[src/logic/lane_pkg.sv]
// ##########################################################
// Lane bank shared sizes
// Word width, lane count and per-lane buffer geometry
// ##########################################################

package lane_pkg;

  // ##########################################################
  // Stream word
  // ##########################################################

  localparam int DATA_WIDTH = 32;

  // ##########################################################
  // Lane bank geometry
  // ##########################################################

  // Lanes are served round-robin on both sides
  localparam int NUM_LANES = 4;

  // Lane index width, log2 of NUM_LANES
  localparam int LANE_SEL_WIDTH = 2;

  // ##########################################################
  // Per-lane buffering
  // ##########################################################

  localparam int CORE_DEPTH = 16;      // Words in one FIFO core
  localparam int CORE_ADDR_WIDTH = 4;  // Pointer width for CORE_DEPTH

  // Core output, middle and output registers of the prefetch stage
  localparam int PREFETCH_WORDS = 3;

  // A lane can hold CORE_DEPTH + PREFETCH_WORDS words with no reads

endpackage

[src/logic/bram_fifo_core.sv]
// ##########################################################
// Block RAM style FIFO core
// Registered read data, one cycle of read latency
// ##########################################################

`timescale 1ns/10ps

module bram_fifo_core (
  input  logic                            RD_CLK,
  input  logic                            RESET,
  input  logic                            wr_en,
  input  logic                            rd_en,
  input  logic [lane_pkg::DATA_WIDTH-1:0] din,
  output logic [lane_pkg::DATA_WIDTH-1:0] dout,
  output logic                            full,
  output logic                            empty
);

  logic [lane_pkg::DATA_WIDTH-1:0]    mem [lane_pkg::CORE_DEPTH];
  logic [lane_pkg::CORE_ADDR_WIDTH-1:0] wr_ptr;
  logic [lane_pkg::CORE_ADDR_WIDTH-1:0] rd_ptr;
  logic [lane_pkg::CORE_ADDR_WIDTH:0]   count;        // Words stored
  logic [lane_pkg::CORE_ADDR_WIDTH:0]   ready_count;  // Words readable
  logic                                 wr_commit;

  // ##########################################################
  // Memory array
  // ##########################################################

  always_ff @(posedge RD_CLK) begin
    if (wr_en)
      mem[wr_ptr] <= din;
  end

  // Output register of the RAM, no reset on data
  always_ff @(posedge RD_CLK) begin
    if (rd_en)
      dout <= mem[rd_ptr];
  end

  // ##########################################################
  // Pointers and occupancy
  // ##########################################################

  always_ff @(posedge RD_CLK) begin
    if (RESET) begin
      wr_ptr    <= '0;
      rd_ptr    <= '0;
      wr_commit <= 1'b0;
    end else begin
      wr_commit <= wr_en;  // A written word becomes readable a cycle later
      if (wr_en)
        wr_ptr <= wr_ptr + 1'b1;
      if (rd_en)
        rd_ptr <= rd_ptr + 1'b1;
    end
  end

  // Write side count, drives full
  always_ff @(posedge RD_CLK) begin
    if (RESET)
      count <= '0;
    else if (wr_en && !rd_en)
      count <= count + 1'b1;
    else if (!wr_en && rd_en)
      count <= count - 1'b1;
  end

  // Read side count, lags writes by the commit cycle
  always_ff @(posedge RD_CLK) begin
    if (RESET)
      ready_count <= '0;
    else if (wr_commit && !rd_en)
      ready_count <= ready_count + 1'b1;
    else if (!wr_commit && rd_en)
      ready_count <= ready_count - 1'b1;
  end

  assign full  = (count == (lane_pkg::CORE_ADDR_WIDTH + 1)'(lane_pkg::CORE_DEPTH));
  assign empty = (ready_count == '0);

endmodule

[src/logic/fwft_lane.sv]
// ##########################################################
// First-word-fall-through lane
// FIFO core followed by a three register prefetch stage
// ##########################################################

`timescale 1ns/10ps

module fwft_lane (
  input  logic                            RD_CLK,
  input  logic                            RESET,
  input  logic                            wren,
  input  logic                            rden,
  input  logic [lane_pkg::DATA_WIDTH-1:0] din,
  output logic [lane_pkg::DATA_WIDTH-1:0] dout,
  output logic                            empty,
  output logic                            full
);

  logic [lane_pkg::DATA_WIDTH-1:0] fifo_dout;
  logic [lane_pkg::DATA_WIDTH-1:0] middle_dout;
  logic                            fifo_empty;
  logic                            fifo_rden;
  logic                            fifo_valid;    // Core output register holds a word
  logic                            middle_valid;
  logic                            dout_valid;
  logic                            will_update_middle;
  logic                            will_update_dout;

  // ##########################################################
  // FIFO core
  // ##########################################################

  bram_fifo_core u_core (
    .RD_CLK (RD_CLK),
    .RESET  (RESET),
    .wr_en  (wren),
    .rd_en  (fifo_rden),
    .din    (din),
    .dout   (fifo_dout),
    .full   (full),
    .empty  (fifo_empty)
  );

  // ##########################################################
  // Prefetch control
  // ##########################################################

  // Output register takes a word when it is free or being consumed
  assign will_update_dout = (middle_valid || fifo_valid) && (rden || !dout_valid);

  // Park the core word in the middle unless it goes straight to the output
  assign will_update_middle = fifo_valid && (middle_valid == will_update_dout);

  // Keep reading while any of the three stages can take a word
  assign fifo_rden = !fifo_empty && !(middle_valid && dout_valid && fifo_valid);

  assign empty = !dout_valid;

  // ##########################################################
  // Stage data
  // ##########################################################

  always_ff @(posedge RD_CLK) begin
    if (will_update_middle)
      middle_dout <= fifo_dout;
  end

  always_ff @(posedge RD_CLK) begin
    if (will_update_dout)
      dout <= middle_valid ? middle_dout : fifo_dout;  // Oldest word first
  end

  // ##########################################################
  // Stage valid flags
  // ##########################################################

  always_ff @(posedge RD_CLK) begin
    if (RESET) begin
      fifo_valid <= 1'b0;
    end else begin
      if (fifo_rden)
        fifo_valid <= 1'b1;
      else if (will_update_middle || will_update_dout)
        fifo_valid <= 1'b0;
    end
  end

  always_ff @(posedge RD_CLK) begin
    if (RESET) begin
      middle_valid <= 1'b0;
    end else begin
      if (will_update_middle)
        middle_valid <= 1'b1;
      else if (will_update_dout)
        middle_valid <= 1'b0;  // Middle word moved to output
    end
  end

  always_ff @(posedge RD_CLK) begin
    if (RESET) begin
      dout_valid <= 1'b0;
    end else begin
      if (will_update_dout)
        dout_valid <= 1'b1;
      else if (rden)
        dout_valid <= 1'b0;
    end
  end

endmodule

[src/logic/lane_dispatcher.sv]
// ##########################################################
// Lane dispatcher
// Steers accepted writes round-robin across the lanes
// ##########################################################

`timescale 1ns/10ps

module lane_dispatcher (
  input  logic                           RD_CLK,
  input  logic                           RESET,
  input  logic                           wren,
  input  logic [lane_pkg::NUM_LANES-1:0] lane_full,
  output logic                           full,
  output logic [lane_pkg::NUM_LANES-1:0] lane_wren
);

  logic [lane_pkg::LANE_SEL_WIDTH-1:0] wr_sel;  // Lane taking the next word
  logic                                accept;

  // ##########################################################
  // Write steering
  // ##########################################################

  // Bank is full when the lane in line is full
  assign full   = lane_full[wr_sel];
  assign accept = wren && !full;

  always_comb begin
    lane_wren = '0;
    if (accept)
      lane_wren[wr_sel] = 1'b1;
  end

  // ##########################################################
  // Round-robin pointer
  // ##########################################################

  always_ff @(posedge RD_CLK) begin
    if (RESET) begin
      wr_sel <= '0;
    end else if (accept) begin
      if (wr_sel == lane_pkg::LANE_SEL_WIDTH'(lane_pkg::NUM_LANES - 1))
        wr_sel <= '0;
      else
        wr_sel <= wr_sel + 1'b1;
    end
  end

endmodule

[src/logic/lane_collector.sv]
// ##########################################################
// Lane collector
// Presents the head word of the lane in turn, round-robin
// ##########################################################

`timescale 1ns/10ps

module lane_collector (
  input  logic                                                   RD_CLK,
  input  logic                                                   RESET,
  input  logic                                                   rden,
  input  logic [lane_pkg::NUM_LANES-1:0][lane_pkg::DATA_WIDTH-1:0] lane_dout,
  input  logic [lane_pkg::NUM_LANES-1:0]                         lane_empty,
  output logic [lane_pkg::DATA_WIDTH-1:0]                        dout,
  output logic                                                   empty,
  output logic [lane_pkg::NUM_LANES-1:0]                         lane_rden
);

  logic [lane_pkg::LANE_SEL_WIDTH-1:0] rd_sel;  // Lane holding the oldest word
  logic                                consume;

  // ##########################################################
  // Output selection
  // ##########################################################

  // Head of the current lane falls through to the bank output
  assign dout  = lane_dout[rd_sel];
  assign empty = lane_empty[rd_sel];

  assign consume = rden && !empty;

  // Only the current lane sees the read strobe
  always_comb begin
    lane_rden = '0;
    if (consume)
      lane_rden[rd_sel] = 1'b1;
  end

  // ##########################################################
  // Round-robin pointer
  // ##########################################################

  // Same order as the dispatcher, so words leave in arrival order
  always_ff @(posedge RD_CLK) begin
    if (RESET) begin
      rd_sel <= '0;
    end else if (consume) begin
      if (rd_sel == lane_pkg::LANE_SEL_WIDTH'(lane_pkg::NUM_LANES - 1))
        rd_sel <= '0;
      else
        rd_sel <= rd_sel + 1'b1;
    end
  end

  // A lane that is empty here stalls the whole output,
  // later lanes may already hold words but must wait their turn

endmodule

[src/logic/lane_bank_top.sv]
// ##########################################################
// Multi-lane FWFT stream buffer
// Dispatcher, four prefetching lanes and an in-order collector
// ##########################################################

`timescale 1ns/10ps

module lane_bank_top (
  input  logic                            RD_CLK,
  input  logic                            RESET,
  input  logic                            wren,
  input  logic [lane_pkg::DATA_WIDTH-1:0] din,
  input  logic                            rden,
  output logic                            full,
  output logic [lane_pkg::DATA_WIDTH-1:0] dout,
  output logic                            empty
);

  logic [lane_pkg::NUM_LANES-1:0]                          lane_wren;
  logic [lane_pkg::NUM_LANES-1:0]                          lane_full;
  logic [lane_pkg::NUM_LANES-1:0]                          lane_rden;
  logic [lane_pkg::NUM_LANES-1:0]                          lane_empty;
  logic [lane_pkg::NUM_LANES-1:0][lane_pkg::DATA_WIDTH-1:0] lane_dout;

  // ##########################################################
  // Write side
  // ##########################################################

  lane_dispatcher u_dispatcher (
    .RD_CLK    (RD_CLK),
    .RESET     (RESET),
    .wren      (wren),
    .lane_full (lane_full),
    .full      (full),
    .lane_wren (lane_wren)
  );

  // ##########################################################
  // Lanes
  // ##########################################################

  for (genvar i = 0; i < lane_pkg::NUM_LANES; i++) begin : gen_lane
    fwft_lane u_lane (
      .RD_CLK (RD_CLK),
      .RESET  (RESET),
      .wren   (lane_wren[i]),
      .rden   (lane_rden[i]),
      .din    (din),            // Shared, only the strobed lane takes it
      .dout   (lane_dout[i]),
      .empty  (lane_empty[i]),
      .full   (lane_full[i])
    );
  end

  // Read side
  lane_collector u_collector (
    .RD_CLK     (RD_CLK),
    .RESET      (RESET),
    .rden       (rden),
    .lane_dout  (lane_dout),
    .lane_empty (lane_empty),
    .dout       (dout),
    .empty      (empty),
    .lane_rden  (lane_rden)
  );

endmodule

[config.mk]
export PLATFORM = sky130hd
export DESIGN_NAME = lane_bank_top
export DESIGN_NICKNAME = d
export VERILOG_FILES = /design/src/logic/lane_pkg.sv /design/src/logic/bram_fifo_core.sv /design/src/logic/fwft_lane.sv /design/src/logic/lane_dispatcher.sv /design/src/logic/lane_collector.sv /design/src/logic/lane_bank_top.sv
export SDC_FILE = /design/constraint.sdc
export NUM_CORES = 2
export LEC_CHECK = 0
export BUFFER_PORTS_ARGS = -buffer_cell sky130_fd_sc_hd__buf_2
export CORE_UTILIZATION = 50
export DETAILED_ROUTE_END_ITERATION = 6
export PLACE_DENSITY = 0.65
export SLEW_MARGIN = 20
export SYNTH_ARGS = -nofsm -noshare
export SYNTH_HDL_FRONTEND = slang
export SYNTH_HIERARCHICAL = 1
export SYNTH_SLANG_ARGS = --single-unit
[constraint.sdc]
create_clock -name RD_CLK -period 6.3 [get_ports RD_CLK]
set_input_delay 1.26 -clock RD_CLK [delete_from_list [all_inputs] [get_ports RD_CLK]]
set_output_delay 1.26 -clock RD_CLK [all_outputs]
set_load 0.03 [all_outputs]
* Word level (Yosys, flattened, before mapping)
Memory sizes are Yosys's and may differ from the RTL's. A register that Yosys moved wholly into a read port is not among the register bits. Cells that the tools add are included. W data, S select, Z words.
Operators by class: add/subtract/negate cells 26, magnitude comparators 4, eq/ne operators 10, muxes and demuxes 66, reductions and logical operators 102
Operators with widths (number):
- $mux W32 | 5
- $mux W5 | 16
- $bmux W32 S2 | 1
- $add A5 B1 Y5 const B | 8
- $logic_and A1 B1 Y1 | 40
- $reduce_bool A2 Y1 | 20
- $sub A5 B1 Y5 const B | 8
- $mux W1 | 36
- $add A4 B1 Y4 const B | 8
- $logic_not A1 Y1 | 26
- $eq A5 B5 Y1 const B | 4
- $logic_not A5 Y1 | 4
- $logic_or A1 B1 Y1 | 12
- $mux W4 | 2
- $lt A2 B3 Y1 const B | 2
- $add A2 B1 Y2 const B | 2
- $bmux W1 S2 | 2
- $demux W1 S2 | 2
- $eq A1 B1 Y1 | 4
- $eq A2 B2 Y1 const B | 2
- $ge A2 B1 Y1 const B | 2
- $mux W2 | 2
Word-level totals: register bits after elaboration 348, memory bits (writable) 2048, input bits 36, output and inout bits 34, word-level logic and storage cells 254, memories kept 4
Memory list:
- gen_lane[0].u_lane.u_core.mem | depth 16, bits a word 32, rd ports 1, clocked after memory_dff 1, wr ports 1, line bram_fifo_core.sv:19 | logic [lane_pkg::DATA_WIDTH-1:0] mem [lane_pkg::CORE_DEPTH];
- gen_lane[1].u_lane.u_core.mem | depth 16, bits a word 32, rd ports 1, clocked after memory_dff 1, wr ports 1, line bram_fifo_core.sv:19
- gen_lane[2].u_lane.u_core.mem | depth 16, bits a word 32, rd ports 1, clocked after memory_dff 1, wr ports 1, line bram_fifo_core.sv:19
- gen_lane[3].u_lane.u_core.mem | depth 16, bits a word 32, rd ports 1, clocked after memory_dff 1, wr ports 1, line bram_fifo_core.sv:19

* Longest topological paths before layout
depth in word-level cells 13, gate-level depth with buffers 13, gate-level depth less buffers 13

* By module
Netlist, hierarchy kept.
By module, submodules not included:
- bram_fifo_core | times used 4, cells an instance 954, area each 21252.9 um2, sequential area each 16716.0 um2
- fwft_lane | times used 4, cells an instance 118, area each 2454.9 um2, sequential area each 1981.9 um2
- lane_collector | times used 1, cells an instance 65, area each 996.0 um2, sequential area each 40.0 um2
- lane_dispatcher | times used 1, cells an instance 25, area each 232.7 um2, sequential area each 40.0 um2

* Worst setup path after synthesis
OpenSTA, ideal clock, no wires.
path kind flip-flop to flip-flop, from reg gen_lane[0].u_lane.middle_valid, to reg gen_lane[0].u_lane/u_core/ready_count[4] (netlist name), setup time 121 ps, arrival 4228 ps, required time 6179 ps, path slack 1951 ps, stages on the path, launching flop included 11, buffers on the path 1, clock period less this slack 4349 ps, cells stage by stage dfxtp_1 -> buf_4 -> a31oi_1 -> inv_1 -> ha_1 -> inv_1 -> ha_1 -> a21oi_1 -> a211oi_1 -> a31oi_1 -> mux2_2
On the way: cells in the longest elaborated chain, start to end 7, elaborated cells on any way between the ends 9, those cells by class mux (1); reduce/logical (8)
Ends and longest elaborated chain:
- from (decl) | line fwft_lane.sv:24 | logic middle_valid;
- from (signal assigned) | line fwft_lane.sv:90 | middle_valid <= 1'b0;
- from (signal assigned) | line fwft_lane.sv:93 | middle_valid <= 1'b1;
- from (signal assigned) | line fwft_lane.sv:95 | middle_valid <= 1'b0;
- $logic_and A1 B1 Y1 * (2 in a row) | line fwft_lane.sv:55 | assign fifo_rden = !fifo_empty && !(middle_valid && dout_valid && fifo_valid);
- $logic_not A1 Y1 * | line fwft_lane.sv:55
- $logic_and A1 B1 Y1 * | line fwft_lane.sv:55
- net gen_lane[0].u_lane.fifo_rden | line fwft_lane.sv:22 | logic fifo_rden;
- $logic_not A1 Y1 | line bram_fifo_core.sv:73 | else if (wr_commit && !rd_en)
- $logic_and A1 B1 Y1 | line bram_fifo_core.sv:73
- $mux W5 or $reduce_bool A2 Y1 (tied branches)
- to (signal assigned) | line bram_fifo_core.sv:74 | ready_count <= ready_count + 1'b1;
- to (signal assigned) | line bram_fifo_core.sv:76 | ready_count <= ready_count - 1'b1;
- to (decl) | line bram_fifo_core.sv:23 | logic [lane_pkg::CORE_ADDR_WIDTH:0] ready_count;
The timed path passes the listed nets; every way through them passes the cells marked *. A chain may end at the register's enable or synchronous reset.

* Final worst setup path
from reg u_collector/rd_sel[0] (netlist name), to out dout[12] (netlist name)
On the way: cells in the longest elaborated chain, start to end 2
Ends and longest elaborated chain:
- from (decl) | line lane_collector.sv:19 | logic [lane_pkg::LANE_SEL_WIDTH-1:0] rd_sel;
- from (signal assigned) | line lane_collector.sv:51 | rd_sel <= rd_sel + 1'b1;
- $bmux W32 S2 | line lane_collector.sv:27 | assign dout = lane_dout[rd_sel];
- $mux W32 (implied by the code) | line lane_collector.sv:27
- to (decl) | line lane_bank_top.sv:15 | output logic [lane_pkg::DATA_WIDTH-1:0] dout,
Every way passes these cells. The select of a mux whose other input is x is not followed.

==> results.cfg <==
[die]
start_util_pct = 50.4
num_io_pins = 70
die-area_mm2 = 0.194
die_y_um = 440
core.rowCount = 160
core_area_mm2 = 0.191
die_w_um = 440

[power]
power_frac_comb_pct = 19.7
irDropWorstVdd_mv = 0.359
power_density_mw_per_mm2 = 416
internal_power_w = 0.0322
swShare_pct = 27.5
p_seq_share_pct = 48.7
clkPwrFrac_pct = 31.6
p_sw_w = 0.0122
power_leakage_nw = 33.8

[cts]
clockBufferDepth = 3
cts_setup_buffers = 0
hold_buffers = 0
cts.sinks = 2524
clk_pin_slew_ps = 60
cts_root_buf = clkbuf_16
cts_htree_levels = 4
clock_latency_ps = 870
cts_tree = done
cts_inserted_buffers = 237
cts_resized = 0

[timing]
fin_crit_ps = 4180
finalHoldViolCount = 0
rsz0062_at_grt = false
relSlewSlack_pct = 30.5
tns_ps = 0
slew_viol_final = 0
whs_ps = 436
clock.fmax_ghz = 0.239
finClkSkew_ps = 32.5
min_period_over_period_pct = 66.3
setup_viol = 0
worst_slew_pin_slew_ps = 1040

[detailed_routing]
ant_nets = 0
routedWlPerCell_um = 29.7
drtIter0Drc = 4703
drt-total-wl_um = 216000
first_pass_iters = 5
avgViaCountPerCell = 6.04
vias = 43800
drc = 0

[cells_and_area]
final_common_cell = edfxtp_1
final_cell_mix = edfxtp_1 (2432), mux4_2 (544), a22oi_1 (256), clkbuf_16 (243), nand2_1 (160)
num-nets-final = 4640
area_delta_synth_final_pct = 11.3
drive_gt1_share_pct = 26.8

[run]
cap_violations = 0

[critical_path]
cp.required_ps = 5040
worstPathMaxFanout = 24
crit_path_start_kind = flop
slowest_delay_ps = 670
crit_path_top_delay_cell = mux4_2
crit_family = buffers and inverters
cp-end-kind = output pin
cp.arrival_ps = 2920
critPathKind = reg -> out
crit_path_cell_trace = buf_4 -> mux4_2 -> buf_2
critPathBufInv = 2

[logic_synthesis]
avgSynthCellArea_um2 = 21.9
synth-seq-area-share_pct = 77.9
ys_warn_count = 6
synthCells = 4378
synth_compound_area_share_pct = 2.51
synthesis.area_mm2 = 0.0961
muxShareOfSynthArea_pct = 14.6
synth_top_cells_by_area = edfxtp_1 (76%), mux4_2 (13%), a22oi_1 (2.0%), dfxtp_1 (1.9%), mux2_2 (1.6%)
yosysTopAreaCell = edfxtp_1
post-synth-top-area-fraction_pct = 76.0
ys_types = 42
synth_simple_gate_area_share_pct = 2.27
synth_edf_count = 2432
syn_nets = 4482
synth_xor_area_share_pct = 0.401
async_flop_share_pct = 0
synth_seq_cells = 2524
synth_ff_type = edfxtp_1
synth_top_family_by_area = multiplexers
synth-adder-area-share_pct = 0.948

[min_path]
worst_hold_path_type = reg -> reg

[grt]
grt_pass1_wl_um = 311000
grt_usage_pct = 22.5
first_global_vias = 43800
grt_overflow = 0
grt_max_degree = 112
antenna_found_initial = 8

[outcome]
status = finished, final reports clean

[place]
place.gp.congestion = 0.845
hpwl_um = 122000
io_buffers = 69
-- layout make-up --
cell class / count / area (um^2)
Clock buffer: 290 / 6300
Antenna cell: 5 / 12.5
Sequential cell: 2524 / 74900
Fill cell: 14000 / 83700
Timing Repair Buffer: 139 / 976
Clock inverter: 151 / 1360
Multi-Input combinational cell: 1604 / 20100
Tap cell: 2511 / 3140
Inverter: 30 / 113
-- through the flow --
stage | util [%] | instance area [um^2] | instances | setup slack (ps) | total power (W)
floorplan | - | 96100 | 4378 | 1950 | 0.0276
global placement | 52.1 | 99200 | 6808 | 2470 | 0.0308
detailed placement | 52.1 | 99200 | 6808 | 2410 | 0.0309
CTS | 56.1 | 107000 | 7249 | 2010 | 0.0449
global route | 56.1 | 107000 | 7250 | 1950 | 0.0460
finish | 56.1 | 107000 | 7254 | 2120 | 0.0444
-- synthesized netlist by cell type (18+ instances only) --
master    instances
and2_1           78
buf_4            43
ha_1             60
xor2_1           28
a22oi_1         256
mux2i_1          18
mux4_2          544
a21oi_1          34
dfxtp_1          92
nor2_1          124
nand2_1         160
edfxtp_1       2432
mux2_2          136
nor2b_1          20
buf_6            21
inv_1            30
clkbuf_1        124
buf_2            22
-- state kept, by name (all words and copies together) (netlist names) --
signal                              cells
gen_lane.u_lane/dout_valid              4
gen_lane.u_lane/u_core/wr_ptr          16
gen_lane.u_lane/middle_valid            4
gen_lane.u_lane/u_core/dout           128
gen_lane.u_lane/u_core/mem           2048
gen_lane.u_lane/u_core/ready_count     20
u_dispatcher/wr_sel                     2
gen_lane.u_lane/u_core/wr_commit        4
gen_lane.u_lane/middle_dout           128
gen_lane.u_lane/u_core/rd_ptr          16
gen_lane.u_lane/fifo_valid              4
gen_lane.u_lane/u_core/count           20
gen_lane.u_lane/dout                  128
u_collector/rd_sel                      2
-- path summary, 6_finish.rpt --
check                           slack (ps)  cells past startpoint                                from                                  end
worst max-delay path                  2120                      3               u_collector/rd_sel[0]                             dout[12]
worst min-delay path                   440                      0  gen_lane[0].u_lane/u_core/dout[30]   gen_lane[0].u_lane/middle_dout[30]
worst max register to register        2940                      8  gen_lane[3].u_lane/u_core/count[0]  gen_lane[2].u_lane/u_core/mem[3][2]
worst min register to register         440                      0  gen_lane[0].u_lane/u_core/dout[30]   gen_lane[0].u_lane/middle_dout[30]
-- power groups by stage --
stage | Combinational, W | Clock, W | Sequential [W]
floorplan | 0.00643 | 0 | 0.0211
global placement | 0.00880 | 0 | 0.0220
detailed placement | 0.00887 | 0 | 0.0220
CTS | 0.00890 | 0.0143 | 0.0217
global route | 0.00931 | 0.0149 | 0.0218
finish | 0.00876 | 0.0140 | 0.0217
-- logic make-up (layout without fill, tap and decap cells) --
logic type	count (synthesis)	count (layout)
other	0	5
muxes	702	702
adders and majority gates	68	68
DFF	2524	2524
AOI/OAI and AO/OA	332	332
and+or+nand+nor	458	458
xor gates and xnor gates	44	44
buffers and inverters	250	610
-- metal layers --
layer	wire length, um	GRT usage (%)
met5	0	0
met4	4940	5.94
met3	16100	3.28
met2	102000	34.6
met1	92100	33.9
Power figures use the tool's default switching activity.
